## src/hilbertTransform_macros.svh

```systemverilog
`ifndef HILBERT_TRANSFORM_MACROS_SVH
`define HILBERT_TRANSFORM_MACROS_SVH

// Number of FIR taps in the Hilbert kernel.
// The kernel is antisymmetric around its centre tap, so this must be odd.
`define HILBERT_LENGTH 15

// Width of an input sample and of one quantized coefficient.
`define HILBERT_DATA_WIDTH 16

// Fixed-point scale of the coefficients.
// Two bits are kept back for the sign and for the 2/pi peak of the kernel.
`define HILBERT_COEFF_SHIFT (`HILBERT_DATA_WIDTH - 2)

`endif
```

## src/hilbertPkg.sv

```systemverilog
`include "hilbertTransform_macros.svh"

package hilbertPkg;

	// Sequencer states.
	// Load streams the kernel into the FIR, and flush clears the sample history.
	typedef enum logic [1:0] {
		stIdle,
		stLoadCoeff,
		stRun,
		stFlush
	} hilbertState;

	// One captured input sample and its strobe.
	typedef struct packed {
		logic valid;
		logic signed [`HILBERT_DATA_WIDTH-1:0] data;
	} sampleBeat;

	// One coefficient of the serial load stream.
	// The last bit marks the final tap of the kernel.
	typedef struct packed {
		logic valid;
		logic last;
		logic signed [`HILBERT_DATA_WIDTH-1:0] coeff;
	} coeffBeat;

	// Analytic output pair.
	// Both parts carry the full product width of the FIR.
	typedef struct packed {
		logic valid;
		logic signed [2*`HILBERT_DATA_WIDTH-1:0] re;
		logic signed [2*`HILBERT_DATA_WIDTH-1:0] im;
	} analyticBeat;

endpackage

```

## src/analyticAlign.sv

```systemverilog
`timescale 1ns/1ns
`include "hilbertTransform_macros.svh"

module analyticAlign (
	input  logic                    clock,
	input  logic                    arstN,
	input  hilbertPkg::sampleBeat   sampleIn,
	input  hilbertPkg::analyticBeat firOut,
	input  logic                    flush,
	output hilbertPkg::analyticBeat result
);

	localparam int tapCount = `HILBERT_LENGTH;
	localparam int dataWidth = `HILBERT_DATA_WIDTH;
	localparam int sumWidth = 2 * dataWidth;
	localparam int delayDepth = (tapCount - 1) / 2;

	// The real path matches the group delay of the kernel, which is its centre tap.
	logic signed [dataWidth-1:0] delayLine [delayDepth];
	logic signed [sumWidth-1:0]  delayedWide;
	logic signed [sumWidth-1:0]  realStage;

	// Sign extension to the product width.
	assign delayedWide = delayLine[delayDepth-1];

	always_ff @(posedge clock or negedge arstN) begin
		if (!arstN) begin
			for (int i = 0; i < delayDepth; i++) begin
				delayLine[i] <= '0;
			end
			realStage <= '0;
			result    <= '0;
		end else begin
			// This stage lines up with the FIR sum register.
			// The shift puts the real part on the coefficient scale.
			if (sampleIn.valid) begin
				realStage <= delayedWide <<< `HILBERT_COEFF_SHIFT;
			end

			if (flush) begin
				for (int i = 0; i < delayDepth; i++) begin
					delayLine[i] <= '0;
				end
			end else if (sampleIn.valid) begin
				delayLine[0] <= sampleIn.data;
				for (int i = 1; i < delayDepth; i++) begin
					delayLine[i] <= delayLine[i-1];
				end
			end

			// Both halves leave together.
			result.valid <= firOut.valid;
			if (firOut.valid) begin
				result.re <= realStage;
				result.im <= firOut.im;
			end
		end
	end

endmodule

```

## config.mk

```make
export PLATFORM = sky130hd
export DESIGN_NAME = analyticAlign
export DESIGN_NICKNAME = d
export VERILOG_FILES = /design/src/hilbertPkg.sv /design/src/analyticAlign.sv
export VERILOG_INCLUDE_DIRS = /design/src /design/src/src
export SDC_FILE = /design/constraint.sdc
export NUM_CORES = 1
export LEC_CHECK = 0
export ABC_AREA = 1
export BUFFER_PORTS_ARGS = -buffer_cell sky130_fd_sc_hd__buf_2
export CORE_MARGIN = 5
export CORE_UTILIZATION = 58
export DETAILED_ROUTE_END_ITERATION = 10
export PLACE_DENSITY_LB_ADDON = 0.12
export SETUP_SLACK_MARGIN = 0.3
export SLEW_MARGIN = 20
export SYNTH_ARGS = -nofsm -noshare
export SYNTH_HDL_FRONTEND = slang
export SYNTH_SLANG_ARGS = --single-unit
```

## constraint.sdc

```tcl
create_clock -name clock -period 1 [get_ports clock]
set_input_delay 0.15 -clock clock [delete_from_list [all_inputs] [get_ports clock]]
set_output_delay 0.15 -clock clock [all_outputs]
set_load 0.05 [all_outputs]
```

==> run summary <==
Failing checks -> setup timing
# rows -> 40
Root Buffer -> clkbuf_16
Final wirelength -> 16540 um
Sw frac -> 26.36%
Starting DRT DRC Count -> 494
Synth Cell Area -> 7064 um^2
Final-layout fill cell count -> 751
Final HPWL DP -> 8637 um
Grt ovf -> 0
Hold Path Depth -> 2
Vias -> 5558
TritonCTS Sinks -> 177
Sequential Power Share -> 48.0%
Number of max-cap violations -> 0
Seq/Total Area, Yosys -> 62.70%
Max Clk Rate -> 850.2 MHz
DRC -> 0
PortBufs -> 103
Finish-stage setup viols -> 51
Initial antenna violation count -> 0
Gate Count Post-Synth -> 774
Fin crit period -> 1.176 ns
Io pins -> 150
Core ar. -> 11960 um^2
Crit Path Class -> flip-flop to output port
Sequential Area -> 4491 um^2
Peak VDD IR -> 0.001419 V
Yosys top cell area share -> 62.70%
Fin crit share -> 117.6%
Layout cells sized above 1 -> 25.43%
Hold Vio Cnt, Final -> 0
Vias in the first global route -> 5623
Antenna-violating nets left -> 0
WP data arrival -> 1.03 ns
Antenna fix cells -> 0
Synthesis Warnings -> 0
Data required time at the worst endpoint -> 0.85 ns
Post-route total power -> 15670 uW
P_sw -> 4132 uW
WP buf/inv -> 1
Final GP Congestion -> 0.7802
Max Slew Vio Count -> 0
TritonCTS clock tree -> done
Leakage -> 0.004861 uW
Area occupied by multi-input gates -> 2062 um^2
Slowest CP cell -> dfrtp_2
CP Depth -> 1
Clk network pwr share -> 39.2%
Library cells used by synthesis -> 12
Post-layout util -> 78.01%
Status -> finished with violations
Worst skew pair latency -> 0.43 ns
PD cells -> 1680 nW/um^2
Htree depth -> 4
Largest area contributor in the netlist -> dfrtp_1
R2R cell count -> 3
Die width -> 120.4 um
Finished Cell Area -> 9331 um^2
Critical path launch point type -> flip-flop
WL/cell -> 15.27 um
Syn avg cell area -> 9.127 um^2
Hold WC Path Type -> input port to flip-flop
Unrepaired setup endpoints after global routing -> yes
DR vias/cell -> 5.132
Gr usage total -> 23.05%
Crit. End Element -> output port
Crit path largest cell delay -> 0.44 ns
Synth-to-Final Area Change -> 32.09%
Cell family with most CP delay -> flip-flops
First-pass GRT wire length -> 26800 um
Crit path max fanout -> 4
Deepest clock path buffer count -> 2
Net count, final -> 1008
Yosys reg bits -> 177
Most area-consuming cells after synthesis -> dfrtp_1, nand2_1, nand3_1
Combinational share of power -> 12.8%
Final worst slack -> -0.1761 ns
Int Power -> 11540 uW
Initial Util -> 59.06%
Clk_skew -> 0.006577 ns
Die ar. -> 14490 um^2
Largest net degree at the start of global routing -> 76
Worst-path clk slew -> 0.07 ns
CTS Buf Count -> 17
First-pass DRT Iterations -> 4
Placed cell area -> 7739 um^2
Die height -> 120.4 um
Crit-path cells -> buf_6
==> cell type report <==
class / count / share of cell area [%]
Timing Repair Buffer: 183 / 19.28
Tap cell: 147 / 1.971
Inverter: 65 / 2.641
Sequential cell: 177 / 48.12
Multi-Input combinational cell: 479 / 22.10
Clock buffer: 20 / 4.680
Clock inverter: 12 / 1.207
==> state kept, by name, indices dropped and copies added (netlist names) <==
register / cells
delayLine: 112
result: 49
realStage: 16
==> worst paths after layout <==
path | start | end | slack (ns)
max | result[61]$_DFFE_PN0P_ | result[61] | -0.18
min | firOut[64] | result[64]$_DFF_PN0_ | 0.11
max reg2reg | result[1]$_DFFE_PN0P_ | result[1]$_DFFE_PN0P_ | 0.20
min reg2reg | delayLine[102]$_DFFE_PN0P_ | delayLine[102]$_DFFE_PN0P_ | 0.47
max in group asynchronous | arstN | delayLine[51]$_DFFE_PN0P_ | 0.42
min in group asynchronous | arstN | result[10]$_DFFE_PN0P_ | 0.13
==> logic make-up after synthesis <==
logic type	share of synthesized area, %
simple gates	23.40
buf+inv	9.316
compound gates	4.534
other cells	0.05308
flops	62.70
==> cells in the final DEF (no fill, tap or decap), drive strengths merged <==
master and instances:
nand2 288, dfrtp 177, buf 133, nand3 112, inv 66, o21ai 64, dlygate4sd3 48, clkbuf 21
conb 14, clkinv 8, clkinvlp 2, nor2 1, bufinv 1, dlymetal6s4s 1
==> cell usage after synthesis (all sizes together) <==
cell    number
dfrtp      177
conb         1
clkbuf      14
nand2      288
nor2         1
o21ai       64
nand3      112
buf         52
inv         65
==> power groups by stage <==
stage | combinational (uW) | sequential [uW] | clock, uW
finish | 2000 | 7530 | 6150
global route | 2140 | 7550 | 6530
CTS | 1880 | 7500 | 6230
detailed placement | 1540 | 7600 | 0
global placement | 1510 | 7590 | 0
floorplan | 649 | 8020 | 0
==> per-layer routing <==
metal  track usage, %  share of wire [%]  wire, um
met2            40.03                 53      8752
met1            28.09                 40      6685
met5                0                  0         0
met4            9.915                3.0       489
met3            4.584                3.7       612
==> timing repair <==
action | in CTS | in global routing
hold endpoints to repair | 225 | 0
pin swaps | 0 | 2
setup endpoints to repair | 51 | 130
buffers inserted | 7 | 6
resized for setup | 109 | 37
cloned | 0 | 1
hold buffers | 49 | 0
==> through the flow <==
stage | setup slack [ns] | hold WS, ns | TNS, ns | instances
2_1_floorplan | 0.1169 | -0.1456 | 0 | 787
4_1_cts | -0.1965 | 0.08863 | -7.899 | 1076
6_report | -0.1761 | 0.1133 | -7.434 | 1083
3_5_place_dp | -0.03690 | -0.02972 | -0.2076 | 988
5_1_grt | -0.2035 | 0.1142 | -8.899 | 1083
3_3_place_gp | 0.02131 | -0.03044 | 0 | 988
(Power assumes the default switching activity.)
