### src/hilbertTransform_macros.svh
`ifndef HILBERT_TRANSFORM_MACROS_SVH
`define HILBERT_TRANSFORM_MACROS_SVH

// Number of FIR taps in the Hilbert kernel.
// The kernel is antisymmetric around its centre tap, so this must be odd.
`define HILBERT_LENGTH 15

// Width of an input sample and of one quantized coefficient.
`define HILBERT_DATA_WIDTH 16

// Fixed-point scale of the coefficients.
// Two bits are kept back for the sign and for the 2/pi peak of the kernel.
`define HILBERT_COEFF_SHIFT (`HILBERT_DATA_WIDTH - 2)

`endif
### src/hilbertPkg.sv
`include "hilbertTransform_macros.svh"

package hilbertPkg;

	// Sequencer states.
	// Load streams the kernel into the FIR, and flush clears the sample history.
	typedef enum logic [1:0] {
		stIdle,
		stLoadCoeff,
		stRun,
		stFlush
	} hilbertState;

	// One captured input sample and its strobe.
	typedef struct packed {
		logic valid;
		logic signed [`HILBERT_DATA_WIDTH-1:0] data;
	} sampleBeat;

	// One coefficient of the serial load stream.
	// The last bit marks the final tap of the kernel.
	typedef struct packed {
		logic valid;
		logic last;
		logic signed [`HILBERT_DATA_WIDTH-1:0] coeff;
	} coeffBeat;

	// Analytic output pair.
	// Both parts carry the full product width of the FIR.
	typedef struct packed {
		logic valid;
		logic signed [2*`HILBERT_DATA_WIDTH-1:0] re;
		logic signed [2*`HILBERT_DATA_WIDTH-1:0] im;
	} analyticBeat;

endpackage

### src/hilbertCoeffLoader.sv
`timescale 1ns/1ns
`include "hilbertTransform_macros.svh"

module hilbertCoeffLoader (
	input  logic                 clock,
	input  logic                 arstN,
	input  logic                 loadStart,
	output hilbertPkg::coeffBeat coeffIn
);

	localparam int tapCount = `HILBERT_LENGTH;
	localparam int dataWidth = `HILBERT_DATA_WIDTH;
	localparam int centreTap = (tapCount - 1) / 2;
	localparam int indexWidth = $clog2(tapCount);
	localparam logic [indexWidth-1:0] lastIndex = indexWidth'(tapCount - 1);
	localparam real piValue = 3.14159265358979323846;

	// Ideal Hilbert kernel, 2/(pi*k) for odd offsets k and zero for even ones.
	// The result is rounded half away from zero at the coefficient scale.
	function automatic logic signed [dataWidth-1:0] coeffValue(input int tap);
		int offset;
		int roundedInt;
		real scaled;
		offset = tap - centreTap;
		roundedInt = 0;
		if (offset % 2 != 0) begin
			scaled = 2.0 * (2.0 ** `HILBERT_COEFF_SHIFT) / (piValue * offset);
			if (scaled >= 0.0) begin
				roundedInt = $rtoi(scaled + 0.5);
			end else begin
				roundedInt = -$rtoi(0.5 - scaled);
			end
		end
		return roundedInt[dataWidth-1:0];
	endfunction

	logic signed [dataWidth-1:0] coeffTable [tapCount];
	logic                        active;
	logic [indexWidth-1:0]       index;

	// The table is fixed at elaboration.
	for (genvar tap = 0; tap < tapCount; tap++) begin : genTable
		assign coeffTable[tap] = coeffValue(tap);
	end

	// One beat per cycle while the index walks the table.
	always_comb begin
		coeffIn.valid = active;
		coeffIn.last  = active && (index == lastIndex);
		coeffIn.coeff = active ? coeffTable[index] : '0;
	end

	always_ff @(posedge clock or negedge arstN) begin
		if (!arstN) begin
			active <= 1'b0;
			index  <= '0;
		end else if (loadStart) begin
			active <= 1'b1;
			index  <= '0;
		end else if (active) begin
			if (index == lastIndex) begin
				active <= 1'b0;
				index  <= '0;
			end else begin
				index <= index + 1'b1;
			end
		end
	end

endmodule

### config.mk
export PLATFORM = sky130hd
export DESIGN_NAME = hilbertCoeffLoader
export DESIGN_NICKNAME = d
export VERILOG_FILES = /design/src/hilbertPkg.sv /design/src/hilbertCoeffLoader.sv
export VERILOG_INCLUDE_DIRS = /design/src /design/src/src
export SDC_FILE = /design/constraint.sdc
export NUM_CORES = 1
export LEC_CHECK = 0
export ABC_CLOCK_PERIOD_IN_PS = 1280
export BUFFER_PORTS_ARGS = -buffer_cell sky130_fd_sc_hd__buf_2
export CORE_AREA = 2 2 39 41
export CTS_BUF_LIST = sky130_fd_sc_hd__clkbuf_4
export DETAILED_ROUTE_END_ITERATION = 10
export DIE_AREA = 0 0 41 43
export PLACE_DENSITY = 0.66
export SYNTH_ARGS = -nofsm -noshare
export SYNTH_HDL_FRONTEND = slang
export SYNTH_SLANG_ARGS = --single-unit
### constraint.sdc
create_clock -name clock -period 1.28 [get_ports clock]
set_input_delay 0.128 -clock clock [delete_from_list [all_inputs] [get_ports clock]]
set_output_delay 0.128 -clock clock [all_outputs]
set_load 0.005 [all_outputs]
==> metrics.txt <==
# TYPE chip_impl_metric gauge
chip_impl_info{name="run_status",value="complete, but fails checks"} 1
chip_impl_info{name="violated_checks",value="negative setup slack"} 1
chip_impl_info{name="worstSetupPathType",value="reg2out"} 1
chip_impl_metric{name="cts_buffers",unit=""} 3
chip_impl_metric{name="fp.dieW",unit="um"} 41
chip_impl_metric{name="worst_pin_slew",unit="ps"} 216
chip_impl_metric{name="grt_max_degree",unit=""} 14
chip_impl_info{name="regToRegStartpoint",value="index[3]"} 1
chip_impl_metric{name="synth.yosys.seq_area_share",unit="%"} 26.0
chip_impl_metric{name="antennaDiodeCount",unit=""} 0
chip_impl_info{name="hold_start",value="loadStart"} 1
chip_impl_metric{name="holdPathStages",unit=""} 2
chip_impl_metric{name="synth.area.mux_share",unit="%"} 0
chip_impl_metric{name="wl_per_cell",unit="um"} 14.1
chip_impl_metric{name="synth_compound_gate_area_share",unit="%"} 24.7
chip_impl_info{name="grt_busiest_layer",value="met2"} 1
chip_impl_info{name="cp-start-kind",value="register"} 1
chip_impl_metric{name="drtPass1Iterations",unit=""} 4
chip_impl_metric{name="fp-row-count",unit=""} 14
chip_impl_metric{name="via_per_inst",unit=""} 5.24
chip_impl_info{name="cts_tree",value="built"} 1
chip_impl_metric{name="layout.cell_area.non_filler",unit="um^2"} 866
chip_impl_metric{name="yosysTopAreaCellShare",unit="%"} 26.0
chip_impl_metric{name="grt.met1_usage",unit="%"} 19.3
chip_impl_metric{name="syn-instance-count",unit=""} 67
chip_impl_metric{name="finish.net_count",unit=""} 107
chip_impl_metric{name="cp.arrival",unit="ps"} 1520
chip_impl_metric{name="port-buffer-count",unit=""} 20
chip_impl_metric{name="postSynthAreaPerCell",unit="um^2"} 7.17
chip_impl_metric{name="yosysUniqueCellTypes",unit=""} 26
chip_impl_metric{name="synthSimpleGateAreaFrac",unit="%"} 23.2
chip_impl_metric{name="dpl-instance-area",unit="um^2"} 608
chip_impl_metric{name="routabilityCongestion",unit=""} 0.775
chip_impl_metric{name="drive_gt1_share",unit="%"} 72.0
chip_impl_metric{name="rrSetupSlack",unit="ps"} -260
chip_impl_metric{name="depth_of_the_most_critical_reg_to_reg_path",unit=""} 4
chip_impl_metric{name="post_synth_design_cell_area",unit="um^2"} 480
chip_impl_info{name="worst_hold_path.endpoint",value="index[0]"} 1
chip_impl_metric{name="post_synth_fa_ha_maj_area_fraction",unit="%"} 7.81
chip_impl_info{name="synth_top_cells_by_area",value="sky130_fd_sc_hd__dfrtp_1, sky130_fd_sc_hd__buf_4, sky130_fd_sc_hd__a21oi_1"} 1
chip_impl_metric{name="path_clk_slew",unit="ps"} 50
chip_impl_metric{name="post_synth_xor_area_fraction",unit="%"} 0
chip_impl_metric{name="die_h",unit="um"} 43
chip_impl_metric{name="clockBufferDepth",unit=""} 2
chip_impl_metric{name="maxCapViolations",unit=""} 0
chip_impl_info{name="worst_r2r_endpoint",value="index[3]"} 1
chip_impl_metric{name="groute.usage.overall",unit="%"} 16.3
chip_impl_info{name="cell_type_with_the_largest_total_area_after_synthesis",value="sky130_fd_sc_hd__dfrtp_1"} 1
chip_impl_metric{name="maxClockFrequency",unit="MHz"} 607
chip_impl_metric{name="final-max-slew-violation-count",unit=""} 0
chip_impl_metric{name="route.detailed.drc",unit=""} 0
chip_impl_metric{name="antenna_found_initial",unit=""} 0
chip_impl_metric{name="finalNonFillerCells",unit=""} 116
chip_impl_metric{name="power.density",unit="nW/um^2"} 762
chip_impl_metric{name="h-tree-depth",unit=""} 1
chip_impl_metric{name="overflow",unit=""} 0
chip_impl_metric{name="clkLatencyLatePin",unit="ps"} 250
chip_impl_metric{name="yosys_warning_count",unit=""} 0
chip_impl_metric{name="syn_to_layout_area_delta",unit="%"} 80.2
chip_impl_metric{name="total_leakage_power",unit="nW"} 0.400
chip_impl_metric{name="timing.max_slew.rel_slack",unit="%"} 85.6
chip_impl_info{name="worst_setup_path_end_kind",value="output pin"} 1
chip_impl_metric{name="yosys_register_bits",unit=""} 5
chip_impl_metric{name="power.ir.vdd_worst",unit="V"} 0.000648
chip_impl_metric{name="worst-path-max-fanout",unit=""} 4
chip_impl_metric{name="global_route.usage.met2",unit="%"} 27.5
chip_impl_metric{name="core_area",unit="um^2"} 1380
chip_impl_metric{name="post_dp_hpwl",unit="um"} 827
chip_impl_metric{name="clock_sink_count",unit=""} 5
chip_impl_metric{name="ant_nets",unit=""} 0
chip_impl_info{name="min_path_type",value="in2reg"} 1
chip_impl_info{name="main_combinational_cell_family_by_area_after_synthesis",value="compound AO/OA/AOI/OAI gates"} 1
chip_impl_metric{name="dpl_cells",unit=""} 102
chip_impl_metric{name="setup_slack",unit="ps"} -368
chip_impl_info{name="grt_setup_unrepaired",value="true"} 1
chip_impl_metric{name="setup_violations",unit=""} 22
chip_impl_metric{name="die_area",unit="um^2"} 1760
chip_impl_metric{name="grt_util_met3",unit="%"} 6.28
chip_impl_metric{name="cp_data_required_time",unit="ps"} 1150
chip_impl_info{name="cts_root_buffer",value="sky130_fd_sc_hd__clkbuf_4"} 1
chip_impl_metric{name="num_vias",unit=""} 608
chip_impl_metric{name="period_needed",unit="ps"} 1650
chip_impl_metric{name="wire_length_of_the_first_global_routing_pass",unit="mm"} 1.97
chip_impl_metric{name="timing.final.crit_share",unit="%"} 129
chip_impl_metric{name="final_hold_viol_count",unit=""} 0
chip_impl_metric{name="boundaryPins",unit=""} 21
chip_impl_metric{name="routed_wl",unit="mm"} 1.64
chip_impl_metric{name="net_count_after_synthesis",unit=""} 73
chip_impl_metric{name="starting_drt_drc_count",unit=""} 7
chip_impl_metric{name="via_count_of_the_first_global_routing_pass",unit=""} 480
chip_impl_metric{name="floorplan.initialDensity",unit="%"} 34.7
chip_impl_metric{name="setup_skew_after_layout",unit="ps"} 9.67
==> worst max-delay path by stage <==
stage	depth (start not counted)	endpoint	start	slack [ps]
after detailed placement	6	coeffIn[2]	index[1]	-90
after floorplan	6	coeffIn[11]	index[0]	-140
after global routing	8	coeffIn[16]	index[0]	-410
after CTS	6	coeffIn[2]	index[0]	-350
after global placement	6	coeffIn[11]	index[0]	-60
final	8	coeffIn[16]	index[0]	-370
==> through the flow <==
stage               setup TNS (ps)  util (%)  hold slack [ps]  worst slack, ps  power [mW]
floorplan                     -646         -             -168             -144       0.299
global placement              -330      43.9            -52.3            -57.0       0.358
detailed placement            -418      43.9            -50.4            -87.5       0.360
CTS                          -3160      53.8             88.4             -346       0.603
global route                 -5450      62.6              106             -409       0.700
finish                       -4190      62.6              108             -368       0.659
==> critical path, cell delays in order (launching register included) <==
cell                      delay, ps
sky130_fd_sc_hd__dfrtp_2        420
sky130_fd_sc_hd__inv_4           80
sky130_fd_sc_hd__buf_4          110
sky130_fd_sc_hd__ha_4           140
sky130_fd_sc_hd__buf_4          120
sky130_fd_sc_hd__buf_6          120
sky130_fd_sc_hd__nand3_4        100
sky130_fd_sc_hd__nor2_2          80
sky130_fd_sc_hd__buf_2          110
==> registers in the layout (all words and copies together) (netlist names) <==
name,count
active,1
index,4
==> final cells by class <==
cell class	count	area, um^2
repair buffers	40	272
well taps	16	20.0
fillers	130	518
flip-flops and latches	5	130
clock buffers	4	30.0
inverters	4	18.8
multi-input cells	47	395
==> cells in the final DEF, fill, tap and decap left out, types with 2 or more instances in the layout <==
cell,count
sky130_fd_sc_hd__buf_2,20
sky130_fd_sc_hd__nor2_2,3
sky130_fd_sc_hd__o21ai_0,3
sky130_fd_sc_hd__buf_6,5
sky130_fd_sc_hd__nand2_1,5
sky130_fd_sc_hd__a21oi_2,7
sky130_fd_sc_hd__clkbuf_4,4
sky130_fd_sc_hd__o21ai_1,2
sky130_fd_sc_hd__nand3_2,2
sky130_fd_sc_hd__dfrtp_2,4
sky130_fd_sc_hd__a21oi_1,4
sky130_fd_sc_hd__ha_4,2
sky130_fd_sc_hd__inv_2,2
sky130_fd_sc_hd__buf_4,14
sky130_fd_sc_hd__nor2_1,4
==> cells by family after synthesis <==
| logic type | after synthesis |
|---|---|
| buf+inv | 15 |
| simple gates | 23 |
| flops | 5 |
| fa+ha+maj | 3 |
| compound gates | 21 |
==> Yosys cell counts <==
cell                       instances
sky130_fd_sc_hd__a211oi_1          1
sky130_fd_sc_hd__a21o_1            1
sky130_fd_sc_hd__a21oi_1          11
sky130_fd_sc_hd__a31oi_1           1
sky130_fd_sc_hd__and2_1            1
sky130_fd_sc_hd__and3_1            1
sky130_fd_sc_hd__buf_2             1
sky130_fd_sc_hd__buf_4             8
sky130_fd_sc_hd__clkbuf_1          2
sky130_fd_sc_hd__clkinv_1          1
sky130_fd_sc_hd__dfrtp_1           5
sky130_fd_sc_hd__ha_1              3
sky130_fd_sc_hd__inv_1             2
sky130_fd_sc_hd__inv_2             1
sky130_fd_sc_hd__nand2_1           5
sky130_fd_sc_hd__nand2b_1          1
sky130_fd_sc_hd__nand3_1           3
sky130_fd_sc_hd__nand3b_1          1
sky130_fd_sc_hd__nor2_1            7
sky130_fd_sc_hd__nor2b_1           1
sky130_fd_sc_hd__nor3_1            1
sky130_fd_sc_hd__o21a_1            1
sky130_fd_sc_hd__o21ai_0           5
sky130_fd_sc_hd__o311a_1           1
sky130_fd_sc_hd__or3_1             1
sky130_fd_sc_hd__or4_1             1
==> where the power goes <==
group | internal (mW) | switching (mW)
clock network | 0.139 | 0.0682
logic | 0.144 | 0.128
registers | 0.167 | 0.0125
total | 0.451 | 0.209
==> routing by layer <==
layer / wire (um) / share of wire, %
met1: 619 / 38
met3: 102 / 6.2
met2: 892 / 54
met4: 23 / 1.4
met5: 0 / 0
==> what timing repair did <==
action / CTS / global route
hold endpoints to repair: 5 / 0
pin swaps: 3 / 9
hold buffers: 1 / 0
buffers inserted: 6 / 5
setup endpoints to repair: 18 / 21
gates cloned: 0 / 0
resized for setup: 16 / 24
Power figures use the tool's default switching activity.
