===== config.mk =====
export PLATFORM = sky130hd
export DESIGN_NAME = hilbertControl
export DESIGN_NICKNAME = d
export VERILOG_FILES = /design/src/hilbertPkg.sv /design/src/hilbertControl.sv
export VERILOG_INCLUDE_DIRS = /design/src /design/src/src
export SDC_FILE = /design/constraint.sdc
export NUM_CORES = 1
export LEC_CHECK = 0
export BUFFER_PORTS_ARGS = -buffer_cell sky130_fd_sc_hd__buf_2
export CAP_MARGIN = 0
export CELL_PAD_IN_SITES_DETAIL_PLACEMENT = 0
export CELL_PAD_IN_SITES_GLOBAL_PLACEMENT = 1
export CORE_UTILIZATION = 30
export CTS_CLUSTER_SIZE = 25
export DETAILED_ROUTE_END_ITERATION = 7
export GPL_TIMING_DRIVEN = 1
export PLACE_DENSITY = 0.77
export SETUP_SLACK_MARGIN = 0.15
export SLEW_MARGIN = 20
export SYNTH_ARGS = -nofsm -noshare
export SYNTH_HDL_FRONTEND = slang
export SYNTH_SLANG_ARGS = --single-unit

===== constraint.sdc =====
create_clock -name clock -period 1.7 [get_ports clock]
set_clock_uncertainty 0.1 [all_clocks]
set_input_delay 0 -clock clock [delete_from_list [all_inputs] [get_ports clock]]
set_output_delay 0 -clock clock [all_outputs]
set_load 0.1 [all_outputs]

===== src/hilbertTransform_macros.svh =====
`ifndef HILBERT_TRANSFORM_MACROS_SVH
`define HILBERT_TRANSFORM_MACROS_SVH

// Number of FIR taps in the Hilbert kernel.
// The kernel is antisymmetric around its centre tap, so this must be odd.
`define HILBERT_LENGTH 15

// Width of an input sample and of one quantized coefficient.
`define HILBERT_DATA_WIDTH 16

// Fixed-point scale of the coefficients.
// Two bits are kept back for the sign and for the 2/pi peak of the kernel.
`define HILBERT_COEFF_SHIFT (`HILBERT_DATA_WIDTH - 2)

`endif

===== src/hilbertPkg.sv =====
`include "hilbertTransform_macros.svh"

package hilbertPkg;

	// Sequencer states.
	// Load streams the kernel into the FIR, and flush clears the sample history.
	typedef enum logic [1:0] {
		stIdle,
		stLoadCoeff,
		stRun,
		stFlush
	} hilbertState;

	// One captured input sample and its strobe.
	typedef struct packed {
		logic valid;
		logic signed [`HILBERT_DATA_WIDTH-1:0] data;
	} sampleBeat;

	// One coefficient of the serial load stream.
	// The last bit marks the final tap of the kernel.
	typedef struct packed {
		logic valid;
		logic last;
		logic signed [`HILBERT_DATA_WIDTH-1:0] coeff;
	} coeffBeat;

	// Analytic output pair.
	// Both parts carry the full product width of the FIR.
	typedef struct packed {
		logic valid;
		logic signed [2*`HILBERT_DATA_WIDTH-1:0] re;
		logic signed [2*`HILBERT_DATA_WIDTH-1:0] im;
	} analyticBeat;

endpackage


===== src/hilbertControl.sv =====
`timescale 1ns/1ns
`include "hilbertTransform_macros.svh"

module hilbertControl (
	input  logic                                  clock,
	input  logic                                  arstN,
	input  logic                                  start,
	input  logic                                  stop,
	input  logic                                  sampleValid,
	input  logic signed [`HILBERT_DATA_WIDTH-1:0] sample,
	input  hilbertPkg::coeffBeat                  coeffIn,
	output logic                                  loadStart,
	output logic                                  flush,
	output hilbertPkg::sampleBeat                 sampleIn,
	output logic                                  running
);

	hilbertPkg::hilbertState state;

	// The design only takes samples in the run state.
	assign running = (state == hilbertPkg::stRun);

	always_ff @(posedge clock or negedge arstN) begin
		if (!arstN) begin
			state     <= hilbertPkg::stIdle;
			loadStart <= 1'b0;
			flush     <= 1'b0;
			sampleIn  <= '0;
		end else begin
			// Pulses and the sample strobe default low every cycle.
			loadStart      <= 1'b0;
			flush          <= 1'b0;
			sampleIn.valid <= 1'b0;

			case (state)
				// Wait for the start level.
				// The loader is kicked off with a single pulse.
				hilbertPkg::stIdle: begin
					if (start) begin
						state     <= hilbertPkg::stLoadCoeff;
						loadStart <= 1'b1;
					end
				end

				// The loader flags its final beat.
				// That beat reaches the FIR on this same edge, so run can begin.
				hilbertPkg::stLoadCoeff: begin
					if (coeffIn.valid && coeffIn.last) begin
						state <= hilbertPkg::stRun;
					end
				end

				// A stop wins over a sample arriving on the same edge.
				// That keeps the flush from colliding with a live sample downstream.
				hilbertPkg::stRun: begin
					if (stop) begin
						state <= hilbertPkg::stFlush;
						flush <= 1'b1;
					end else if (sampleValid) begin
						sampleIn.valid <= 1'b1;
						sampleIn.data  <= sample;
					end
				end

				// The flush pulse is out during this state.
				// Samples still in the pipeline drain normally.
				hilbertPkg::stFlush: begin
					state <= hilbertPkg::stIdle;
				end

				default: begin
					state <= hilbertPkg::stIdle;
				end
			endcase
		end
	end

endmodule


==> results of run 1 <==
[stage by stage]
stage	hold WS [ns]	util	instances	setup TNS, ns	setup slack, ns
after global routing	0.0493	0.504	154	0	0.0512
final	0.0655	0.504	154	0	0.110
after floorplan	-0.396	-	55	-0.895	-0.0995
after detailed placement	-0.115	0.409	127	0	0.0676
after global placement	-0.125	0.409	127	0	0.0788
after CTS	-0.00414	0.496	152	0	0.108
[synthesized netlist by cell type]
library cell	count	share of area
nor2b_4	1	0.015
buf_6	1	0.013
mux2_2	8	0.10
ha_1	4	0.056
a221oi_2	1	0.017
nand2_1	1	0.0042
inv_1	4	0.017
nor2_1	1	0.0042
nand2_4	1	0.013
mux2i_1	1	0.011
and2_1	2	0.014
dfrtp_1	21	0.59
mux2_4	9	0.15
[area by class of cell]
class                      count  area, um^2  area share
clock buffer                   3        22.5      0.0159
clock inverter                 1        5.00     0.00354
inverter                       4        15.0      0.0106
multi-input combinational     30         380       0.269
sequential                    21         526       0.372
tap                           31        38.8      0.0275
timing repair buffer          64         425       0.301
[per-layer routing]
metal  vias up  GRT usage
li1        322          -
met1       323      0.129
met2        30      0.272
met3         3     0.0230
met4         0     0.0536
met5         -          0
[cells by family after synthesis]
family | Yosys count | share of synthesized area
compound gates | 1 | 0.0167
fa+ha+maj | 4 | 0.0558
buf+inv | 5 | 0.0293
flops | 21 | 0.586
mux | 18 | 0.262
simple gates | 6 | 0.0502
[sequential cells by signal, indices dropped and copies added (netlist names)]
signal / flops
loadStart: 1
flush: 1
sampleIn: 17
state: 2
[what timing repair did]
| item | CTS | global route |
|---|---|---|
| endpoints found under the setup margin | 17 | 20 |
| pin swaps | 2 | 1 |
| endpoints found under the hold margin | 40 | 1 |
| resized for setup | 1 | 2 |
| hold buffers | 20 | 1 |
| cloned | 0 | 1 |
| setup buffers | 1 | 1 |
[worst max-delay path by stage]
stage,from,end,cells past startpoint
after CTS,state[0],sampleIn[13],5
after global routing,state[0],sampleIn[8],5
after floorplan,state[0],sampleIn[0],6
after global placement,state[1],state[1],4
after detailed placement,state[1],state[1],4
final,state[1],state[1],4
[worst max-delay path, stage by stage (launching register included)]
cell	delay, ns
dfrtp_1	0.44
ha_4	0.19
nor2b_4	0.16
a221oi_2	0.23
mux2_2	0.37
==> results.toml, run 1 <==
[clock_network]
cts_buffers = 3
cts_buffer_depth = 2
path_clk_slew_ns = 0.12
clk_latency_ns = 0.31
cts_tree = "done"
cts_root_buf = "clkbuf_4"
clock_sinks = 21
htreeDepth = 1

[placement]
placed_area_um2 = 1150
dp_hpwl_um = 1170
gp_congestion = 0.680
portBuffers = 42

[timing]
min_period_over_period = 0.935
tightest_slew_ns = 0.506
grt_setup_unrepaired = "yes"
final-setup-viol-count = 0
post-route-min-period_ns = 1.59
relSlewSlack = 0.665
drv_slew = 0
finalHoldViolCount = 0
fmax_ghz = 0.629

[logic_synthesis]
syn_avg_cell_area_um2 = 16.3
syn-num-nets = 98
synth_area_um2 = 897
yosysWarnings = 0
synth_seq_cells = 21
syn_inst = 55
synth.distinct_cells = 13
synth.yosys.seq_area_share = 0.586

[global_routing]
grt_max_degree = 22
grt_pass1_vias = 785
antenna_found_initial = 0
gr-total-overflow = 0
grt_pass1_wl_um = 3270
grt_util_all_layers = 0.134

[critical_path]
required_ns = 1.81
r2r-start = "state[1]"
crit_path_end_kind = "flop"
rrSetupSlack_ns = 0.11
crit_fanout = 4
critPathKind = "reg -> reg"
reg2regPathDepth = 4
arrival_ns = 1.70
startpoint_type = "flop"
rr_endpoint = "state[1]"

[floorplanning]
rows = 19
die-area_um2 = 3210
core_area_um2 = 2810
io_pins = 59
die_w_um = 56.7
start_util = 0.320
die_h_um = 56.7

[job]
max-cap-violations = 0

[detailed_routing]
wl_met2_um = 1050
drcViolationCount = 8
first_pass_iters = 6
wl_per_cell_um = 13.0
wl_met3_um = 104
met1_length_um = 811
viasPerCell = 4.40
drt_wl_total_um = 2000
vias = 678
highest_layer = "met4"
drt_iter0_drc = 16
drtAntennaViolNets = 0

[finish]
n_fill_cell = 247
layout_commonest_cell = "buf_2"
nNetsFinal = 167
drive_above_1_share = 0.593
fin_area_um2 = 1410
syn_to_final_growth_pct = 57.5
antenna_cells = 0
layout_common_cells = "buf_2, dfrtp_1, dlygate4sd3_1"

[min_path]
holdCritPathClass = "in -> async"

[run_status]
failed_checks = "design-rule violations"
outcome = "finished, violations left"
Power of run 1 is left out: the tool's default activity adds up to more than one toggle a clock period on the data nets, which glitch-free logic cannot reach.
==> inputs of run 2 (changes only) <==
CORE_ASPECT_RATIO = 1.75   (was unset)
REMOVE_ABC_BUFFERS = 1   (was unset)
==> run 2 against run 1 <==
First-iteration DRC count fell by 19%. Sequential share of layout area fell by 1.5 points. The flow still finishes with violations (design-rule violations). Maximum frequency fell by 3.1%. Largest cell class unchanged. Hold slack got worse by 0.011 ns. Die area rose by 0.26%. Highest routed layer unchanged.
==> results.toml, run 2 (synthesis gave the netlist of run 1 again) <==
[placement]
portBuffers = 42
dp_hpwl_um = 1310
gp_congestion = 0.598
place_inst = 124

[timing]
min_period_over_period = 0.965
grt_setup_unrepaired = "yes"
post-route-min-period_ns = 1.64
finalHoldViolCount = 0
tns_ns = 0
tightest_slew_ns = 0.497
relSlewSlack = 0.671
fmax_ghz = 0.609
final-setup-viol-count = 0
drv_slew = 0

[critical_path]
critPathLaunch = "state[0]"
cp_num_cells = 5
reg2regPathDepth = 5
rr_endpoint = "sampleIn[5]"
crit_path_end_kind = "flop"
arrival_ns = 1.67
startpoint_type = "flop"
r2r-start = "state[0]"
rrSetupSlack_ns = 0.06
cp_slowest_cell = "dfrtp_1"
crit_chain = "inv_2, ha_4, nor2b_4, nand2_8, mux2_4"
critPathCapture = "sampleIn[5]"
critPathKind = "reg -> reg"
crit_fanout = 5
crit_family = "simple AND/OR/NAND/NOR gates"
crit_buf_inv = 1
slowest_delay_ns = 0.40
required_ns = 1.73

[global_routing]
antenna_found_initial = 0
grt_pass1_wl_um = 3320
gr-total-overflow = 0
grt_pass1_vias = 761
grt_max_degree = 22
grt_util_all_layers = 0.143

[clock_network]
cts_buffers = 3
cts_root_buf = "clkbuf_8"
clk_latency_ns = 0.25
cts_buffer_depth = 2
clock_sinks = 21
cts_tree = "done"
path_clk_slew_ns = 0.07
htreeDepth = 1

[detailed_routing]
vias = 707
drcViolationCount = 7
drt_iter0_drc = 13
drt_wl_total_um = 2210
drtAntennaViolNets = 0
viasPerCell = 4.59
wl_per_cell_um = 14.3
first_pass_iters = 6

[finish]
largest_register = "sampleIn"
n_fill_cell = 255
drive_above_1_share = 0.622
antenna_cells = 0
layout_commonest_cell = "buf_2"
layout_common_cells = "buf_2, dfrtp_1, dlygate4sd3_1"
nNetsFinal = 171
final-instance-count-excl-fill = 154
top_regs = "sampleIn (17), state (2)"
largest_register_ffs = 17
syn_to_final_growth_pct = 64.3

[floorplanning]
rows = 25
die_h_um = 74.3
io_pins = 59
die_w_um = 43.3
core_area_um2 = 2780
start_util = 0.322
die-area_um2 = 3220

[job]
max-cap-violations = 0

[min_path]
holdCritPathClass = "in -> reg"
hold_path_depth = 3

[run_status]
outcome = "finished, violations left"
failed_checks = "design-rule violations"
==> run 2: worst min-delay path by stage <==
stage,from,to
after global routing,sampleValid,sampleIn[16]
after CTS,sampleValid,sampleIn[16]
after global placement,arstN,sampleIn[7]
after floorplan,arstN,flush
after detailed placement,arstN,sampleIn[7]
final,sampleValid,sampleIn[16]
==> run 2: layer usage <==
metal  global-route usage  share of wire  up-vias
met5                    0              0        -
met3               0.0267          0.044        6
met4               0.0521          0.024        0
met1                0.132           0.37      341
met2                0.293           0.56       30
li1                     -              -      330
==> run 2: worst reg2reg max path, delay by kind of cell, from the launching register on <==
kind	cells	cell delay (ns)
fa+ha+maj	1	0.14
buf+inv	1	0.10
flops	1	0.40
mux	1	0.33
simple gates	2	0.46
==> run 2: final cells by class <==
class	instances	area, um^2	share of cell area
clock buffer	3	41.3	0.0280
clock inverter	1	5.00	0.00340
timing repair buffer	67	448	0.304
tap	27	33.8	0.0229
sequential	21	526	0.357
multi-input combinational	31	405	0.275
inverter	4	15.0	0.0102
==> run 2: what timing repair did <==
action / CTS / global route
pin swaps: 4 / 1
buffers inserted: 4 / 1
endpoints found under the hold margin: 39 / 0
cloned: 2 / 0
hold buffers: 19 / 0
gates resized for setup: 5 / 4
endpoints found under the setup margin: 18 / 19
==> run 2: stage by stage <==
stage          hold slack, ns  utilization  setup slack (ns)  area [um^2]
2_1_floorplan          -0.396            -            -0.641          886
3_3_place_gp           -0.130        0.409             0.113         1140
3_5_place_dp           -0.114        0.409            0.0619         1140
4_1_cts                0.0534        0.524            0.0745         1460
5_1_grt                0.0839        0.529           0.00554         1470
6_report               0.0549        0.529            0.0592         1470
Power of run 2 is left out for the same reason.
==> inputs of run 3 (changes only) <==
CAP_MARGIN = 20   (was 0)
REMOVE_ABC_BUFFERS = unset   (was 1)
==> run 3 against run 2 <==
The run still ends with design-rule violations left. Utilization down 2.9 points. Sequential share of layout area up 2.0 points. Wire length down 20%. Critical path depth down 1. Register-to-register slack better by 0.06 ns. Via count down 6.5%. Flip-flop and latch count unchanged. Cell count down 5.2%. Highest routed layer unchanged.
==> results.toml, run 3 (synthesis gave the netlist of run 1 again) <==
[timing]
min_period_over_period = 0.929
fin_hold_ws_ns = 0.0145
relSlewSlack = 0.674
worst_slack_ns = 0.121
final-setup-viol-count = 0
fmax_ghz = 0.633
finalHoldViolCount = 0
post-route-min-period_ns = 1.58
grt_setup_unrepaired = "yes"
tightest_slew_ns = 0.492
drv_slew = 0

[clock_network]
path_clk_slew_ns = 0.08
cts_root_buf = "clkbuf_8"
cts_buffers = 3
cts_buffer_depth = 2
cts_tree = "done"
clock_sinks = 21
clk_latency_ns = 0.26
htreeDepth = 1
post-cts-setup-buffers = 0

[floorplanning]
die_w_um = 43.3
io_pins = 59
start_util = 0.322
core_area_um2 = 2780
rows = 25
die_h_um = 74.3
die-area_um2 = 3220

[critical_path]
cp_slowest_cell = "dfrtp_1"
rr_endpoint = "state[1]"
crit_fanout = 4
rrSetupSlack_ns = 0.12
critPathKind = "reg -> reg"
startpoint_type = "flop"
crit_path_end_kind = "flop"
r2r-start = "state[1]"
crit_chain = "ha_4, nor2b_4, a221oi_2, mux2_4"
required_ns = 1.75
arrival_ns = 1.63
slowest_delay_ns = 0.43
cp_num_cells = 4
critPathLaunch = "state[1]"
reg2regPathDepth = 4
crit_buf_inv = 0
crit_family = "flip-flops"

[global_routing]
grt_util_all_layers = 0.116
grt_pass1_wl_um = 2810
grt_max_degree = 22
gr-total-overflow = 0
antenna_found_initial = 0
grt_pass1_vias = 698

[placement]
portBuffers = 42
place_ws_ns = 0.0633
gp_congestion = 0.619
dp_hpwl_um = 1210

[job]
max-cap-violations = 0

[finish]
fin_util = 0.501
nNetsFinal = 163
syn_to_final_growth_pct = 55.4
drive_above_1_share = 0.588
layout_common_cells = "buf_2, dfrtp_1, dlygate4sd3_1"
layout_commonest_cell = "buf_2"
top_regs = "sampleIn (17), state (2)"
antenna_cells = 0
largest_register = "sampleIn"
largest_register_ffs = 17

[detailed_routing]
drt_iter0_drc = 18
drtAntennaViolNets = 0
drcViolationCount = 6
vias = 661
first_pass_iters = 6
viasPerCell = 4.53
drt_wl_total_um = 1760
wl_per_cell_um = 12.1

[min_path]
whs_endpoint = "sampleIn[16]"
min_from = "sampleValid"
hold_path_depth = 3
holdCritPathClass = "in -> reg"

[run_status]
failed_checks = "design-rule violations"
outcome = "finished, violations left"
[run 3: changes by cell type in the layout (fill, tap and decap cells not counted)]
cell,before,now
mux2_2,8,7
a221oi_4,1,0
ha_1,1,2
nand2_4,2,0
buf_4,6,0
a221oi_2,0,1
clkbuf_4,1,0
mux2_4,9,10
buf_2,41,42
ha_2,2,1
[run 3: worst max-delay path by stage]
stage	endpoint	slack, ns
floorplan	sampleIn[0]	-0.1
global placement	state[1]	0.11
detailed placement	state[1]	0.06
CTS	sampleIn[13]	0.12
global route	state[1]	0.07
finish	state[1]	0.12
[run 3: layer usage]
metal / routed length [um] / track usage
met5: 0 / 0
met4: 14 / 0.0521
met3: 103 / 0.0218
met2: 964 / 0.221
met1: 680 / 0.119
[run 3: layout make-up]
cell class                 count  area (um^2)
clock buffer                   3         41.3
timing repair buffer          61          400
multi-input combinational     29          373
tap                           27         33.8
fill                         231         1390
sequential                    21          526
inverter                       4         15.0
clock inverter                 1         5.00
[run 3: worst min-delay path, delay by kind of cell]
family | cells | cell delay [ns]
buffers and inverters | 2 | 0.20
AND/OR/NAND/NOR | 1 | 0.13
[run 3: through the flow]
stage          cells  setup TNS [ns]  cell area (um^2)
2_1_floorplan     55          -0.895               913
5_1_grt          146               0              1390
3_5_place_dp     123               0              1140
3_3_place_gp     123               0              1140
6_report         146               0              1390
4_1_cts          146               0              1390
[run 3: repair_timing]
| action | CTS | global route |
|---|---|---|
| pin swaps | 2 | 0 |
| gates resized for setup | 4 | 0 |
| endpoints found under the setup margin | 17 | 17 |
| hold buffers | 19 | 0 |
| endpoints found under the hold margin | 39 | 0 |
Power of run 3 is left out for the same reason.
